`config.mk`:
```
export PLATFORM = sky130hd
export DESIGN_NAME = datapath
export DESIGN_NICKNAME = d
export VERILOG_FILES = /design/src/hdl/cpu_types_pkg.sv /design/src/hdl/pipeline_reg.sv /design/src/hdl/register_file.sv /design/src/hdl/fetch_unit.sv /design/src/hdl/execute_unit.sv /design/src/hdl/datapath.sv
export SDC_FILE = /design/constraint.sdc
export NUM_CORES = 2
export LEC_CHECK = 0
export BUFFER_PORTS_ARGS = -buffer_cell sky130_fd_sc_hd__buf_2
export CORE_MARGIN = 3
export CORE_UTILIZATION = 40
export CTS_BUF_LIST = sky130_fd_sc_hd__clkbuf_2 sky130_fd_sc_hd__clkbuf_4 sky130_fd_sc_hd__clkbuf_8
export CTS_CLUSTER_SIZE = 16
export DETAILED_ROUTE_END_ITERATION = 16
export SYNTH_ARGS = -nofsm -noshare
export SYNTH_HDL_FRONTEND = slang
export SYNTH_SLANG_ARGS = --single-unit
```
`constraint.sdc`:
```
create_clock -name CLK -period 14.2 [get_ports CLK]
set_input_delay 1.42 -clock CLK [delete_from_list [all_inputs] [get_ports CLK]]
set_output_delay 1.42 -clock CLK [all_outputs]
set_load 0.02 [all_outputs]
```
`src/hdl/cpu_types_pkg.sv`:
```
/*
 shared types for the three-stage core
 word and register select types, opcode and funct encodings,
 and the payload carried by the EX/WB latch
*/

package cpu_types_pkg;

   //////////////////////////////////////////////////////////////////////
   // basic widths
   //////////////////////////////////////////////////////////////////////
   localparam int WORD_W = 32;
   localparam int REG_W  = 5;

   typedef logic [WORD_W-1:0] word_t;   // data and instruction word
   typedef logic [REG_W-1:0]  regbits_t; // register select

   //////////////////////////////////////////////////////////////////////
   // instruction encodings
   //////////////////////////////////////////////////////////////////////
   // major opcode, bits 31:26
   typedef enum logic [5:0] {
      RTYPE = 6'b000000,
      ADDIU = 6'b001001,
      ORI   = 6'b001101,
      LUI   = 6'b001111,
      HALT  = 6'b111111 // all ones
   } opcode_t;

   // r-type funct field, bits 5:0
   typedef enum logic [5:0] {
      SLL  = 6'b000000,
      ADDU = 6'b100001,
      SUBU = 6'b100011,
      AND  = 6'b100100,
      OR   = 6'b100101
   } funct_t;

   // what writeback needs, nothing more
   typedef struct packed {
      logic     wen; // register file write
      regbits_t sel; // destination
      word_t    dat; // alu result
   } wb_t;

endpackage

```
`src/hdl/pipeline_reg.sv`:
```
/*
 inter-stage latch for any payload type
 loads with valid on enable, clears to a zero bubble on flush
*/

`timescale 1ns/1ps

module pipeline_reg #(
   parameter type payload_t = logic [31:0]
) (
   input  logic     CLK,
   input  logic     rst,
   input  logic     en,    // take din this edge
   input  logic     flush, // drop contents, load a bubble
   input  payload_t din,
   output logic     valid,
   output payload_t dout
);

   always_ff @(posedge CLK) begin
      if (rst || flush) begin
         valid <= 1'b0;
         dout  <= '0; // all-zero bubble
      end else if (en) begin
         valid <= 1'b1;
         dout  <= din;
      end
      // otherwise hold
   end

endmodule

```
`src/hdl/register_file.sv`:
```
/*
 32 x 32 register file
 two combinational reads, one write at the clock edge,
 register 0 reads as zero and drops writes
*/

`timescale 1ns/1ps

module register_file (
   input  logic                    CLK,
   input  logic                    rst,
   input  logic                    wen,
   input  cpu_types_pkg::regbits_t wsel,
   input  cpu_types_pkg::word_t    wdat,
   input  cpu_types_pkg::regbits_t rsel1,
   input  cpu_types_pkg::regbits_t rsel2,
   output cpu_types_pkg::word_t    rdat1,
   output cpu_types_pkg::word_t    rdat2
);
   import cpu_types_pkg::*;

   word_t regs [32]; // entry 0 never written

   // write port
   always_ff @(posedge CLK) begin
      if (rst) begin
         for (int i = 0; i < 32; i++) begin
            regs[i] <= '0;
         end
      end else if (wen && (wsel != '0)) begin
         regs[wsel] <= wdat;
      end
   end

   // read ports, no internal bypass
   // same-cycle writes are covered by forwarding in execute
   assign rdat1 = (rsel1 == '0) ? '0 : regs[rsel1];
   assign rdat2 = (rsel2 == '0) ? '0 : regs[rsel2];

endmodule

```
`src/hdl/fetch_unit.sv`:
```
/*
 fetch stage
 owns the program counter and the instruction memory request,
 hands each accepted word to the IF/ID latch
*/

`timescale 1ns/1ps

module fetch_unit #(
   parameter cpu_types_pkg::word_t PC_INIT = '0
) (
   input  logic                 CLK,
   input  logic                 rst,
   input  logic                 halt,     // from execute, sticky
   input  logic                 ihit,     // word on imemload is valid
   input  cpu_types_pkg::word_t imemload,
   output logic                 imemREN,
   output cpu_types_pkg::word_t imemaddr,
   output logic                 fd_en,    // load IF/ID this edge
   output cpu_types_pkg::word_t fd_instr
);
   import cpu_types_pkg::*;

   word_t pc;     // address of the word being requested
   logic  accept; // request and hit in the same cycle

   //////////////////////////////////////////////////////////////////////
   // request side
   //////////////////////////////////////////////////////////////////////
   assign imemREN  = ~halt; // stop asking once halted
   assign imemaddr = pc;
   assign accept   = imemREN & ihit;

   // program counter
   // holds on a miss, so the same address is asked again
   always_ff @(posedge CLK) begin
      if (rst) begin
         pc <= PC_INIT;
      end else if (accept) begin
         pc <= pc + 32'd4; // next sequential word
      end
   end

   //////////////////////////////////////////////////////////////////////
   // into IF/ID
   //////////////////////////////////////////////////////////////////////
   // no hit means a bubble goes down the pipe
   assign fd_en    = accept;
   assign fd_instr = imemload; // only meaningful with fd_en

endmodule

```
`src/hdl/execute_unit.sv`:
```
/*
 decode/execute stage
 decodes the IF/ID word, reads registers, forwards from EX/WB,
 runs the alu, loads the EX/WB latch and tracks halt
*/

`timescale 1ns/1ps

module execute_unit (
   input  logic                    CLK,
   input  logic                    rst,
   input  logic                    fd_valid,  // IF/ID holds a real word
   input  cpu_types_pkg::word_t    fd_instr,
   output logic                    halt,
   output logic                    wb_en,     // register write this cycle
   output cpu_types_pkg::regbits_t wb_sel,
   output cpu_types_pkg::word_t    wb_dat
);
   import cpu_types_pkg::*;

   typedef enum logic [2:0] {
      ALU_ADD, ALU_SUB, ALU_AND, ALU_OR, ALU_SLL, ALU_PASSB
   } alu_op_t;

   // instruction fields
   opcode_t    opcode;
   funct_t     funct;
   regbits_t   rs, rt, rd;
   logic [4:0] shamt;
   logic [15:0] imm16;

   // control
   alu_op_t  alu_op;
   logic     use_imm; // op2 from extender
   logic     writes;  // instruction produces a register value
   regbits_t dest;
   logic     issue;   // word is live and not squashed
   logic     halted;

   // datapath
   word_t imm_ext;
   word_t rdat1, rdat2;
   logic  fwd_rs, fwd_rt;
   word_t rs_val, rt_val;
   word_t op1, op2, alu_res;

   // EX/WB
   wb_t  ex_d, ex_q;
   logic wb_valid;

   //////////////////////////////////////////////////////////////////////
   // decode
   //////////////////////////////////////////////////////////////////////
   assign opcode = opcode_t'(fd_instr[31:26]);
   assign rs     = fd_instr[25:21];
   assign rt     = fd_instr[20:16];
   assign rd     = fd_instr[15:11];
   assign shamt  = fd_instr[10:6];
   assign funct  = funct_t'(fd_instr[5:0]);
   assign imm16  = fd_instr[15:0];

   assign issue = fd_valid & ~halted; // squash everything after halt

   always_comb begin
      alu_op  = ALU_ADD;
      use_imm = 1'b1;
      writes  = 1'b1;
      dest    = rt; // i-type default
      case (opcode)
         RTYPE: begin
            use_imm = 1'b0;
            dest    = rd;
            case (funct)
               ADDU:    alu_op = ALU_ADD;
               SUBU:    alu_op = ALU_SUB;
               AND:     alu_op = ALU_AND;
               OR:      alu_op = ALU_OR;
               SLL:     alu_op = ALU_SLL;
               default: writes = 1'b0; // unsupported funct, no effect
            endcase
         end
         ADDIU:   alu_op = ALU_ADD;
         ORI:     alu_op = ALU_OR;
         LUI:     alu_op = ALU_PASSB; // rs ignored
         default: writes = 1'b0;      // HALT writes nothing
      endcase
   end

   // extender
   always_comb begin
      case (opcode)
         ADDIU:   imm_ext = {{16{imm16[15]}}, imm16}; // sign extend
         LUI:     imm_ext = {imm16, 16'h0000};        // upper half
         default: imm_ext = {16'h0000, imm16};        // ori, zero extend
      endcase
   end

   //////////////////////////////////////////////////////////////////////
   // operands, forwarded from writeback
   //////////////////////////////////////////////////////////////////////
   register_file rf (
      .CLK   (CLK),
      .rst   (rst),
      .wen   (wb_en),
      .wsel  (wb_sel),
      .wdat  (wb_dat),
      .rsel1 (rs),
      .rsel2 (rt),
      .rdat1 (rdat1),
      .rdat2 (rdat2)
   );

   assign fwd_rs = wb_en && (wb_sel == rs) && (rs != '0);
   assign fwd_rt = wb_en && (wb_sel == rt) && (rt != '0);
   assign rs_val = fwd_rs ? wb_dat : rdat1;
   assign rt_val = fwd_rt ? wb_dat : rdat2;

   assign op1 = rs_val;
   assign op2 = use_imm ? imm_ext : rt_val; // alu source mux

   // alu
   always_comb begin
      case (alu_op)
         ALU_ADD:   alu_res = op1 + op2;
         ALU_SUB:   alu_res = op1 - op2;
         ALU_AND:   alu_res = op1 & op2;
         ALU_OR:    alu_res = op1 | op2;
         ALU_SLL:   alu_res = op2 << shamt; // shifts rt
         default:   alu_res = op2;
      endcase
   end

   //////////////////////////////////////////////////////////////////////
   // EX/WB latch and halt
   //////////////////////////////////////////////////////////////////////
   assign ex_d.wen = writes & (dest != '0); // r0 writes dropped here
   assign ex_d.sel = dest;
   assign ex_d.dat = alu_res;

   pipeline_reg #(.payload_t(wb_t)) ex_wb (
      .CLK   (CLK),
      .rst   (rst),
      .en    (1'b1),
      .flush (~issue), // bubble for empty or squashed slots
      .din   (ex_d),
      .valid (wb_valid),
      .dout  (ex_q)
   );

   assign wb_en  = wb_valid & ex_q.wen;
   assign wb_sel = ex_q.sel;
   assign wb_dat = ex_q.dat;

   // sticky until reset
   always_ff @(posedge CLK) begin
      if (rst) begin
         halted <= 1'b0;
      end else if (issue && (opcode == HALT)) begin
         halted <= 1'b1;
      end
   end

   assign halt = halted;

endmodule

```
`src/hdl/datapath.sv`:
```
/*
 core top level
 fetch, IF/ID latch and execute on the cache-side instruction port
*/

`timescale 1ns/1ps

module datapath #(
   parameter cpu_types_pkg::word_t PC_INIT = '0
) (
   input  logic                    CLK,
   input  logic                    rst,
   input  logic                    ihit,
   input  cpu_types_pkg::word_t    imemload,
   output logic                    imemREN,
   output cpu_types_pkg::word_t    imemaddr,
   output logic                    wb_en,
   output cpu_types_pkg::regbits_t wb_sel,
   output cpu_types_pkg::word_t    wb_dat,
   output logic                    halt
);
   import cpu_types_pkg::*;

   logic  fd_en;     // fetch accepted a word
   word_t fd_instr;  // word into IF/ID
   logic  fd_valid;  // IF/ID not a bubble
   word_t fd_q;      // word out of IF/ID

   //////////////////////////////////////////////////////////////////////
   // fetch -> IF/ID -> execute
   //////////////////////////////////////////////////////////////////////
   fetch_unit #(.PC_INIT(PC_INIT)) fetch (
      .CLK      (CLK),
      .rst      (rst),
      .halt     (halt),
      .ihit     (ihit),
      .imemload (imemload),
      .imemREN  (imemREN),
      .imemaddr (imemaddr),
      .fd_en    (fd_en),
      .fd_instr (fd_instr)
   );

   // a miss loads a bubble rather than holding the old word
   pipeline_reg #(.payload_t(word_t)) if_id (
      .CLK   (CLK),
      .rst   (rst),
      .en    (fd_en),
      .flush (~fd_en),
      .din   (fd_instr),
      .valid (fd_valid),
      .dout  (fd_q)
   );

   execute_unit exec (
      .CLK      (CLK),
      .rst      (rst),
      .fd_valid (fd_valid),
      .fd_instr (fd_q),
      .halt     (halt),
      .wb_en    (wb_en),
      .wb_sel   (wb_sel),
      .wb_dat   (wb_dat)
   );

endmodule

```
==> metrics.txt <==
CP max stage delay 0.91 ns; Synth async-reset ratio 0%; Site Rows 146; Relative slew margins 9.12%; CORE AREA 0.159 mm^2; post-synthesis cell type count 98; Max IR drop VDD 0.104 mV; Clock Skews 0.0520 ns; total wire length 252,000 um; drt drc 0; max_cap viols 0; Area Overhead vs Synth 10.8%; hold path start if_id.valid; clock latency at the later pin of the worst-skew pair 0.99 ns; Slew Limit Fails 0; worst-path maximum fanout 37; Worst setup SP type register; die width 408 um; worst hold slack 0.494 ns; fin crit share 63.9%; Resized Gates After CTS 0; Mapped Cells 4,758; DR vias 45.3k; Avg Cell Area, Syn 13.6 um^2; gp weighted congestion 1.01; Slew @ Worst Pin 1.36 ns; Boundary Pins 107; first-pass GRT wire length 351,000 um; ys flop type edfxtp_1; htree depth 4; Mapped Area 0.0645 mm^2; Yosys reg bits 1,137; max frequency 110 MHz; area share of the leading cell type in the synthesized netlist 47.7%; # Post-CTS Setup Buffers 0; CTS Root Buffer Type clkbuf_8; IO buf count 104; initial antenna violation count 23; cells along the critical path buf_4, buf_4, mux4_2, a22oi_1, a21oi_1, nor3_2, nand3_1, nor4_1, a21oi_1, xor2_1, ha_1, nand3_1, nor2_1, nand3_1, o311ai_0, a211o_1, a41o_1, a221o_1, a211oi_1, or4b_2, a21oi_1, o31a_1; PD cells 115 mW/mm^2; Clock Sinks 1,137; Hold Path Class register to register; Seq/Total Area, Yosys 51.2%; Hold Violations, Final 0; Critical Path RT 15.13 ns; share of cells above drive strength 1 26.3%; status finished clean; TritonCTS Buffers 191; Yosys Warn Count 0; clock buffer depth 3; die area 0.166 mm^2; Nets 4,839; Post-DRT Antenna Nets 0; number of global-route vias before repair 44.1k; leading post-synthesis cells by cell area edfxtp_1, mux4_2, and2_1; initial core utilization 40.5%; clk slew on worst S/H paths 0.07 ns; hold path depth 2; final setup vio count 0; Worst Reg-to-Reg Cells 22; largest net degree at the start of global routing 95; FILL cells 14.3k; RSZ-0062 raised after global routing false; global route total overflow 0; CTS tree yes; CP Data Arrival Time 10.01 ns; DR iter-0 viols 6,981; post-cts hold buffer count 0; total negative slack 0 ns; HPWL after DPL 157,000 um; Worst setup EP type register; Yosys top cell by area edfxtp_1; drt wl/cell 35.6 um; Leak Pwr 24.7 nW; Vias per Instance 6.40; Pre-Repair DR Iteration Count 6; post-layout min period 9.08 ns; Setup CP Type register to register; number of synthesized flops with an enable pin 1,024; Critical Path Slowest Stage Cell nor4_1; Tot GR Track Use 29.9%; Die H 408 um
-- cells in the final DEF, fill, tap and decap left out, types with 45 or more instances in the layout --
| cell type | n |
|---|---|
| nand2_1 | 132 |
| a22oi_1 | 48 |
| edfxtp_1 | 1024 |
| clkbuf_4 | 75 |
| nor2_1 | 149 |
| xor2_1 | 46 |
| buf_2 | 103 |
| buf_4 | 176 |
| mux2i_1 | 174 |
| dfxtp_1 | 104 |
| o21ai_0 | 77 |
| and2_1 | 980 |
| nor3_1 | 81 |
| a211oi_1 | 54 |
| and3_1 | 50 |
| clkbuf_8 | 202 |
| a21oi_1 | 118 |
| clkinv_1 | 46 |
| inv_1 | 45 |
| mux4_2 | 551 |
-- registers in the layout, summed over array words and instances (netlist names), named ones only --
register and cells:
if_id.dout 32, exec.ex_wb.valid 1, exec.rf.regs 1024, if_id.valid 1
fetch.imemaddr 30, exec.halt 1, exec.ex_wb.dout 38
-- power by group --
group          switching [mW]  total (mW)  leakage [nW]  internal, mW
logic                   0.875        1.35          11.3         0.473
registers              0.0831        3.84          11.5          3.76
clock network            1.43        3.01          2.01          1.58
total                    2.38        8.20          24.7          5.81
-- routing by layer --
metal | vias to the layer above | share of wire, % | global-route usage (%)
met4 | 0 | 6.4 | 16.5
li1 | 18200 | - | -
met3 | 646 | 11 | 6.79
met2 | 3160 | 44 | 44.7
met1 | 23300 | 38 | 40.4
met5 | - | 0 | 0
-- Yosys cell counts, types with 11 or more instances --
library cell	number
nor2_1	182
xnor2_1	44
or2_2	19
clkbuf_1	348
mux4_2	551
or3_1	14
dfxtp_1	113
and2_1	980
nand3_1	41
inv_1	46
buf_6	21
maj3_1	23
o221ai_1	12
nand4_1	12
nor2b_1	15
mux2_2	14
o211ai_1	11
a21oi_1	118
and3_1	50
o22ai_1	29
nor4_1	12
edfxtp_1	1024
buf_4	47
a211oi_1	54
a221oi_1	43
o21ai_1	15
a21o_1	13
xor2_1	46
nand2_1	133
o21ai_0	110
mux2i_1	174
a22oi_1	48
a221o_1	13
buf_1	25
nor3_1	84
ha_1	35
buf_2	57
-- layout make-up --
| cell class | instances | area [um^2] | area share [%] |
|---|---|---|---|
| Antenna cell | 14 | 35.0 | 0.0490 |
| Multi-Input combinational cell | 3101 | 29700 | 41.6 |
| Inverter | 51 | 194 | 0.271 |
| Sequential cell | 1137 | 33000 | 46.2 |
| Timing Repair Buffer | 286 | 1980 | 2.77 |
| Clock inverter | 72 | 452 | 0.632 |
| Tap cell | 2146 | 2690 | 3.76 |
| Clock buffer | 277 | 3340 | 4.68 |
-- critical path: cells and delay by family, from the launching register on --
kind / cells / cell delay, ns
AND/OR/NAND/NOR: 7 / 2.66
XOR/XNOR: 1 / 0.21
flip-flops: 1 / 0.76
AO/OA/AOI/OAI: 10 / 2.88
buffers and inverters: 2 / 1.32
multiplexers: 1 / 0.63
adder cells (fa/ha/maj): 1 / 0.39
-- cell families after synthesis --
| family | share of synthesized area [%] |
|---|---|
| buf+inv | 3.95 |
| simple gates | 14.2 |
| compound gates | 6.19 |
| other cells | 0.00581 |
| fa+ha+maj | 1.07 |
| mux | 22.2 |
| xor+xnor | 1.22 |
| flops | 51.2 |
-- worst paths after layout --
| kind | slack, ns | to |
|---|---|---|
| max | 5.12 | exec.ex_wb.dout[30] |
| min reg2reg | 0.49 | exec.halt |
| min | 0.49 | exec.halt |
| max reg2reg | 5.12 | exec.ex_wb.dout[30] |
-- stage by stage --
step           std cells  total power [mW]  utilization (%)  setup WS (ns)  cell area, um^2
3_5_place_dp        6721              5.21             42.5           5.17            67600
3_3_place_gp        6721              5.21             42.5           5.24            67600
2_1_floorplan       4791              4.70                -           7.77            64600
6_report            7084              8.20             44.9           5.12            71500
4_1_cts             7070              8.19             44.8           5.15            71400
5_1_grt             7072              8.42             44.8           4.56            71400
Note: power is estimated with default switching activity, not from simulation.
